## src/source/forwardUnit_defs.svh

```systemverilog
`ifndef FORWARDUNIT_DEFS_SVH
`define FORWARDUNIT_DEFS_SVH

// Register number and data word widths
`define REG_ADDR_W 5
`define DATA_W 32

// Primary opcodes seen in ID
`define OPC_SPECIAL 6'd0
`define OPC_BEQ 6'd4
`define OPC_BNE 6'd5

// Function code of JR under the SPECIAL opcode
`define FUNCT_JR 6'd8

`endif

```

## src/source/forwardPkg.sv

```systemverilog
`include "forwardUnit_defs.svh"

package forwardPkg;

    // R-format view for picking out JR
    typedef struct packed {
        logic [5:0]             opcode;
        logic [`REG_ADDR_W-1:0] rs;
        logic [`REG_ADDR_W-1:0] rt;
        logic [`REG_ADDR_W-1:0] rd;
        logic [4:0]             shamt;
        logic [5:0]             funct;
    } rFormat_t;

    // I-format view for BEQ and BNE
    typedef struct packed {
        logic [5:0]             opcode;
        logic [`REG_ADDR_W-1:0] rs;
        logic [`REG_ADDR_W-1:0] rt;
        logic [15:0]            immediate;
    } iFormat_t;

    // One ID-stage word with two decodings
    typedef union packed {
        rFormat_t rFormat;
        iFormat_t iFormat;
    } instrWord_u;

endpackage

```

## src/source/resultBus_if.sv

```systemverilog
`include "forwardUnit_defs.svh"

interface resultBus_if;

    // EXE/MEM stage
    logic [`REG_ADDR_W-1:0] exeMemReg;
    logic [`DATA_W-1:0]     exeMemValue;
    logic                   exeMemWrite;
    logic                   exeMemLoad;
    // Load data returned by memory for the EXE/MEM instruction
    logic [`DATA_W-1:0]     memReadData;

    // MEM/WB stage
    logic [`REG_ADDR_W-1:0] memWbReg;
    logic [`DATA_W-1:0]     memWbValue;
    logic                   memWbWrite;

    // Register file write port
    logic [`REG_ADDR_W-1:0] wbReg;
    logic [`DATA_W-1:0]     wbValue;
    logic                   wbWrite;

    modport source (
        output exeMemReg, exeMemValue, exeMemWrite, exeMemLoad, memReadData,
        output memWbReg, memWbValue, memWbWrite,
        output wbReg, wbValue, wbWrite
    );

    modport sink (
        input exeMemReg, exeMemValue, exeMemWrite, exeMemLoad, memReadData,
        input memWbReg, memWbValue, memWbWrite,
        input wbReg, wbValue, wbWrite
    );

endinterface
```

## src/source/bypassSelect.sv

```systemverilog
`include "forwardUnit_defs.svh"

module bypassSelect (
    input  logic [`REG_ADDR_W-1:0] regNum,
    resultBus_if.sink              bus,
    output logic                   hit,
    output logic [`DATA_W-1:0]     value
);

    logic exeMemMatch;
    logic memWbMatch;
    logic wbMatch;

    // A stage matches only when it actually writes that register
    assign exeMemMatch = bus.exeMemWrite && (bus.exeMemReg == regNum);
    assign memWbMatch  = bus.memWbWrite && (bus.memWbReg == regNum);
    assign wbMatch     = bus.wbWrite && (bus.wbReg == regNum);

    always_comb begin
        hit   = 1'b0;
        value = '0;
        // $zero is hardwired and never forwarded
        if (regNum != '0) begin
            if (exeMemMatch) begin
                hit = 1'b1;
                // Load in EXE/MEM has its result on the memory read port
                if (bus.exeMemLoad) begin
                    value = bus.memReadData;
                end else begin
                    value = bus.exeMemValue;
                end
            end else if (memWbMatch) begin
                hit   = 1'b1;
                value = bus.memWbValue;
            end else if (wbMatch) begin
                hit   = 1'b1;
                value = bus.wbValue;
            end
        end
    end

endmodule

```

## src/source/decodeBypass.sv

```systemverilog
`include "forwardUnit_defs.svh"

module decodeBypass
    import forwardPkg::*;
(
    resultBus_if.sink              bus,
    input  logic                   decodeValid,
    input  instrWord_u             decodeInstr,
    input  logic [`DATA_W-1:0]     branchRegA,
    input  logic [`DATA_W-1:0]     branchRegB,
    input  logic [`DATA_W-1:0]     jumpRegValue,
    input  logic [`REG_ADDR_W-1:0] idExeReg,
    input  logic                   idExeWrite,
    output logic [`DATA_W-1:0]     branchOperandA,
    output logic [`DATA_W-1:0]     branchOperandB,
    output logic [`DATA_W-1:0]     jumpTarget,
    output logic                   branchForward,
    output logic                   jumpForward,
    output logic                   decodeReady
);

    logic [`REG_ADDR_W-1:0] rsNum;
    logic [`REG_ADDR_W-1:0] rtNum;
    logic                   isBranch;
    logic                   isJr;
    logic                   idExeLive;
    logic                   rsPending;
    logic                   rtPending;
    logic                   hazard;
    logic                   rsHit;
    logic                   rtHit;
    logic [`DATA_W-1:0]     rsValue;
    logic [`DATA_W-1:0]     rtValue;

    // rs and rt sit at the same bits in both formats
    assign rsNum = decodeInstr.iFormat.rs;
    assign rtNum = decodeInstr.iFormat.rt;

    assign isBranch = decodeValid &&
                      ((decodeInstr.iFormat.opcode == `OPC_BEQ) ||
                       (decodeInstr.iFormat.opcode == `OPC_BNE));
    assign isJr     = decodeValid &&
                      (decodeInstr.rFormat.opcode == `OPC_SPECIAL) &&
                      (decodeInstr.rFormat.funct == `FUNCT_JR);

    // Result of the ID/EXE instruction is not available yet
    assign idExeLive = idExeWrite && (idExeReg != '0);
    assign rsPending = idExeLive && (rsNum == idExeReg);
    assign rtPending = idExeLive && (rtNum == idExeReg);

    // Branch needs both comparands and JR only rs
    assign hazard      = (isBranch && (rsPending || rtPending)) || (isJr && rsPending);
    assign decodeReady = !hazard;

    bypassSelect rsSelect (
        .regNum (rsNum),
        .bus    (bus),
        .hit    (rsHit),
        .value  (rsValue)
    );

    bypassSelect rtSelect (
        .regNum (rtNum),
        .bus    (bus),
        .hit    (rtHit),
        .value  (rtValue)
    );

    // Fall back on the register file read when nothing newer exists
    assign branchOperandA = rsHit ? rsValue : branchRegA;
    assign branchOperandB = rtHit ? rtValue : branchRegB;
    assign jumpTarget     = rsHit ? rsValue : jumpRegValue;

    // Flags stay low while ID is stalled
    assign branchForward = isBranch && !hazard && (rsHit || rtHit);
    assign jumpForward   = isJr && !hazard && rsHit;

endmodule

```

## src/source/executeBypass.sv

```systemverilog
`include "forwardUnit_defs.svh"

module executeBypass (
    input  logic                   CLOCK,
    input  logic                   RESET,
    resultBus_if.sink              bus,
    input  logic                   exeValid,
    input  logic                   exeJump,
    input  logic                   exeImmediate,
    input  logic [`REG_ADDR_W-1:0] rsNum,
    input  logic [`REG_ADDR_W-1:0] rtNum,
    input  logic [`DATA_W-1:0]     operandAIn,
    input  logic [`DATA_W-1:0]     operandBIn,
    output logic [`DATA_W-1:0]     operandAOut,
    output logic [`DATA_W-1:0]     operandBOut,
    output logic                   aluForward
);

    logic                 rsHit;
    logic                 rtHit;
    logic [`DATA_W-1:0]   rsValue;
    logic [`DATA_W-1:0]   rtValue;
    logic                 forwardA;
    logic                 forwardB;

    bypassSelect rsSelect (
        .regNum (rsNum),
        .bus    (bus),
        .hit    (rsHit),
        .value  (rsValue)
    );

    bypassSelect rtSelect (
        .regNum (rtNum),
        .bus    (bus),
        .hit    (rtHit),
        .value  (rtValue)
    );

    // Jumps never take forwarded operands
    assign forwardA = rsHit && !exeJump;
    // Operand B carries the immediate for I-type instructions
    assign forwardB = rtHit && !exeJump && !exeImmediate;

    always_ff @(posedge CLOCK) begin
        if (!RESET) begin
            operandAOut <= '0;
            operandBOut <= '0;
            aluForward  <= 1'b0;
        end else if (exeValid) begin
            if (forwardA) begin
                operandAOut <= rsValue;
            end else begin
                operandAOut <= operandAIn;
            end
            if (forwardB) begin
                operandBOut <= rtValue;
            end else begin
                operandBOut <= operandBIn;
            end
            aluForward <= forwardA || forwardB;
        end else begin
            // Bubble holds the operands and drops the flag
            aluForward <= 1'b0;
        end
    end

endmodule

```

## src/source/forwardUnit.sv

```systemverilog
`include "forwardUnit_defs.svh"

module forwardUnit
    import forwardPkg::*;
(
    input  logic                   CLOCK,
    input  logic                   RESET,

    // EXE/MEM stage
    input  logic [`REG_ADDR_W-1:0] exeMemReg,
    input  logic [`DATA_W-1:0]     exeMemValue,
    input  logic                   exeMemWrite,
    input  logic                   exeMemLoad,
    input  logic [`DATA_W-1:0]     memReadData,

    // MEM/WB stage
    input  logic [`REG_ADDR_W-1:0] memWbReg,
    input  logic [`DATA_W-1:0]     memWbValue,
    input  logic                   memWbWrite,

    // Register file write
    input  logic [`REG_ADDR_W-1:0] wbReg,
    input  logic [`DATA_W-1:0]     wbValue,
    input  logic                   wbWrite,

    // ID/EXE instruction
    input  logic                   exeValid,
    input  logic                   exeJump,
    input  logic                   exeImmediate,
    input  logic [`REG_ADDR_W-1:0] rsNum,
    input  logic [`REG_ADDR_W-1:0] rtNum,
    input  logic [`DATA_W-1:0]     operandAIn,
    input  logic [`DATA_W-1:0]     operandBIn,

    // ID instruction
    input  logic                   decodeValid,
    input  instrWord_u             decodeInstr,
    input  logic [`DATA_W-1:0]     branchRegA,
    input  logic [`DATA_W-1:0]     branchRegB,
    input  logic [`DATA_W-1:0]     jumpRegValue,
    input  logic [`REG_ADDR_W-1:0] idExeReg,
    input  logic                   idExeWrite,

    // To EXE
    output logic [`DATA_W-1:0]     operandAOut,
    output logic [`DATA_W-1:0]     operandBOut,
    output logic                   aluForward,

    // To ID and IF
    output logic [`DATA_W-1:0]     branchOperandA,
    output logic [`DATA_W-1:0]     branchOperandB,
    output logic [`DATA_W-1:0]     jumpTarget,
    output logic                   branchForward,
    output logic                   jumpForward,
    output logic                   decodeReady
);

    resultBus_if resultBus ();

    // Producer stages onto the shared result bus
    assign resultBus.exeMemReg   = exeMemReg;
    assign resultBus.exeMemValue = exeMemValue;
    assign resultBus.exeMemWrite = exeMemWrite;
    assign resultBus.exeMemLoad  = exeMemLoad;
    assign resultBus.memReadData = memReadData;
    assign resultBus.memWbReg    = memWbReg;
    assign resultBus.memWbValue  = memWbValue;
    assign resultBus.memWbWrite  = memWbWrite;
    assign resultBus.wbReg       = wbReg;
    assign resultBus.wbValue     = wbValue;
    assign resultBus.wbWrite     = wbWrite;

    executeBypass execBypass (
        .CLOCK        (CLOCK),
        .RESET        (RESET),
        .bus          (resultBus.sink),
        .exeValid     (exeValid),
        .exeJump      (exeJump),
        .exeImmediate (exeImmediate),
        .rsNum        (rsNum),
        .rtNum        (rtNum),
        .operandAIn   (operandAIn),
        .operandBIn   (operandBIn),
        .operandAOut  (operandAOut),
        .operandBOut  (operandBOut),
        .aluForward   (aluForward)
    );

    decodeBypass decBypass (
        .bus            (resultBus.sink),
        .decodeValid    (decodeValid),
        .decodeInstr    (decodeInstr),
        .branchRegA     (branchRegA),
        .branchRegB     (branchRegB),
        .jumpRegValue   (jumpRegValue),
        .idExeReg       (idExeReg),
        .idExeWrite     (idExeWrite),
        .branchOperandA (branchOperandA),
        .branchOperandB (branchOperandB),
        .jumpTarget     (jumpTarget),
        .branchForward  (branchForward),
        .jumpForward    (jumpForward),
        .decodeReady    (decodeReady)
    );

endmodule

```

## config.mk

```make
export PLATFORM = sky130hd
export DESIGN_NAME = forwardUnit
export DESIGN_NICKNAME = d
export VERILOG_FILES = /design/src/source/forwardPkg.sv /design/src/source/resultBus_if.sv /design/src/source/bypassSelect.sv /design/src/source/decodeBypass.sv /design/src/source/executeBypass.sv /design/src/source/forwardUnit.sv
export VERILOG_INCLUDE_DIRS = /design/src /design/src/source
export SDC_FILE = /design/constraint.sdc
export NUM_CORES = 1
export LEC_CHECK = 0
export ABC_AREA = 1
export BUFFER_PORTS_ARGS = -buffer_cell sky130_fd_sc_hd__buf_2
export CORE_AREA = 2 2 206 208
export DETAILED_ROUTE_END_ITERATION = 12
export DIE_AREA = 0 0 208 210
export PLACE_DENSITY = 0.47
export SYNTH_ARGS = -nofsm -noshare
export SYNTH_HDL_FRONTEND = slang
export SYNTH_SLANG_ARGS = --single-unit
```

## constraint.sdc

```tcl
create_clock -name CLOCK -period 2.03 [get_ports CLOCK]
set_input_delay 0.3045 -clock CLOCK [delete_from_list [all_inputs] [get_ports CLOCK]]
set_output_delay 0.3045 -clock CLOCK [all_outputs]
set_load 0.01 [all_outputs]
```

==> impl_metrics.toml <==
[outcome]
status = "complete, but fails checks"
violations = "setup timing"

[timing]
finalSetupViolations = 95
fmax_ghz = 0.448
rsz0062_at_grt = "yes"
slew_headroom = 0.654
period_share = 1.10
drv_slew = 0
final_hold_viol_count = 0
min_period_ps = 2230
layout_setup_ws_ps = -200
worst_pin_slew_ps = 516
fin_skew_ps = 0

[drt]
drt_wl_total_um = 64200
drc_errors = 0
dr.pass1.iters = 5
routed.top_layer = "met5"
viasPerCell = 4.99
drtAntennaViolNets = 0
wl_met3_um = 3700
wl_met2_um = 31900
drtIter0Drc = 1031
via_count = 14400
met1Wirelength_um = 26400
wl_per_cell_um = 22.3

[floorplan]
die_w_um = 208
num_io_pins = 525
core_region_area_um2 = 41500
dieArea_um2 = 43700
start_util = 0.207
core.rowCount = 75
die_y_um = 210

[synthesis]
synthTopCellsByArea = "nand2_1 (25%), dfxtp_1 (15%), o21ai_0 (12%), nor2_1 (10%), a21oi_1 (6.8%)"
synthCells = 1658
yosysUniqueCellTypes = 38
netlist_area_um2 = 8590
yosysTopAreaCell = "nand2_1"
synth_warnings = 0
synth_edf_count = 0
synth-seq-area-share = 0.151
async_flop_share = 0
synth_fp_nets = 2019
synth-main-ff-cell = "dfxtp_1"
synth_area_per_cell_um2 = 5.18
synth-seq-cells = 65
yosysTopAreaCellShare = 0.255

[clocking]
insertion_delay_ps = 340
clkTransAtPathRegs_ps = 60
max-clock-path-buffers = 2
cts_inserted_buffers = 9
cts_sinks = 65
root_buffer = "clkbuf_16"
ctsHoldBuffers = 0
cts_max_level = 3
cts_tree = "done"

[setup_path]
worstSetupPathType = "input pin to primary output"
crit_path_cell_trace = "buf_2, buf_4, o22ai_1, a21oi_1, nand3_4, buf_12, buf_16, nor2_1, nor2_1, nand2_1, nand3_2, nand2_1, buf_2"
critPathLaunchType = "input pin"
end_kind = "primary output"
worstPathArrival_ps = 1930
critPathMaxFanout = 6
critPathMaxStageDelay_ps = 210
cp_top_family = "buffers and inverters"
critPathRequiredTime_ps = 1730
cp.depth = 13
worst_path_max_delay_cell = "a21oi_1"
cp.buffers_inverters = 5
reg2reg_depth = 2

[layout]
drive_above_1_share = 0.523
layout_common_cells = "buf_2 (490), nand2_1 (462), nor2_1 (149)"
final_nets = 2690
postLayoutCoreUtil = 0.414
fillers = 4467
mostFrequentLayoutCell = "buf_2"
synthToLayoutAreaGrowth_pct = 99.9

[placed_design]
numPortBuffers = 514
globalplace.congestion = 0.896
dp_hpwl_um = 45000

[hold_path]
min_path_type = "input pin to flop"
holdPathStages = 3

[global_route]
grt_pass1_vias = 13500
grt_pass1_wl_um = 86300
overflow = 0
grt_max_degree = 94
antenna_found_initial = 2
grt_usage = 0.262

[flow_run]
timing.max_cap.violations = 0

[power]
max-vdd-ir-drop_uv = 292
fin_total_pwr_mw = 6.09
power.density_nw_per_um2 = 354
p_leak_nw = 8.46
logic make-up (layout without fill, tap and decap cells):
family	count (synthesis)	in the layout	share of synthesized area
buf+inv	202	876	0.108
mux	31	31	0.0361
simple gates	964	966	0.452
other cells	0	2	0
compound gates	380	380	0.237
xor+xnor	16	16	0.0163
flops	65	65	0.151
through the flow:
| step | setup TNS (ps) | instance area, um2 | worst slack [ps] | std cells | hold WS (ps) |
|---|---|---|---|---|---|
| 6_report | -8380 | 17200 | -200 | 2875 | 237 |
| 2_1_floorplan | 0 | 8590 | 192 | 1658 | 489 |
| 5_1_grt | -16150 | 17200 | -269 | 2874 | 235 |
| 4_1_cts | -7320 | 14700 | -175 | 2828 | 230 |
| 3_3_place_gp | -18300 | 12900 | -309 | 2764 | 452 |
| 3_5_place_dp | -18910 | 12900 | -307 | 2764 | 462 |
registers in the layout (all words and copies together), names as in the netlist:
register / flops
execBypass.operandBOut: 32
execBypass.operandAOut: 32
execBypass.aluForward: 1
final timing paths:
kind / startpoint / end / slack (ps)
min reg2reg: execBypass.operandBOut[30] / execBypass.operandBOut[30] / 480
min: operandBIn[8] / execBypass.operandBOut[8] / 240
max reg2reg: execBypass.operandBOut[28] / execBypass.operandBOut[28] / 1330
max: decodeInstr[17] / branchOperandB[9] / -200
Yosys cell counts (4+ instances only):
cell type	number
nand2_1	583
nor2_1	234
o21ai_0	201
a21oi_1	117
nand3_1	112
inv_1	74
dfxtp_1	65
clkbuf_1	47
buf_2	46
mux2i_1	31
o211ai_1	15
a21o_1	13
inv_2	13
o22ai_1	12
a21oi_2	11
buf_6	11
xor2_1	11
o21ai_1	9
nor3_1	8
buf_4	7
nand3_2	7
nand4_1	5
xnor2_1	5
nor2_2	4
final cells by class:
class,instances,area (um2),share of cell area
sequential,65,1300,0.0758
clock buffer,11,253,0.0147
inverter,89,404,0.0235
clock inverter,5,30.0,0.00175
multi-input combinational,1393,8360,0.487
timing repair buffer,770,6140,0.357
antenna,2,5.00,0.000291
timing repair inverter,1,11.3,0.000656
tap,539,674,0.0393
where the power goes:
| part | internal (mW) | total (mW) | switching (mW) |
|---|---|---|---|
| clock network | 0.887 | 1.52 | 0.629 |
| registers | 1.37 | 1.41 | 0.0439 |
| logic | 1.38 | 3.16 | 1.78 |
layer usage:
metal	GRT usage	vias to the layer above
met1	0.317	6748
met4	0.0983	2
li1	-	6772
met3	0.0365	119
met2	0.470	715
met5	0	-
worst min-delay path, cell delays in order:
cell and delay, ps:
buf_2 70, a21oi_1 60, a21oi_1 110
timing repair:
action | CTS | global route
pin swaps | 43 | 157
gates cloned | 17 | 26
buffers inserted | 32 | 23
resized for setup | 308 | 452
endpoints found under the setup margin | 98 | 155
(Power assumes the default switching activity.)
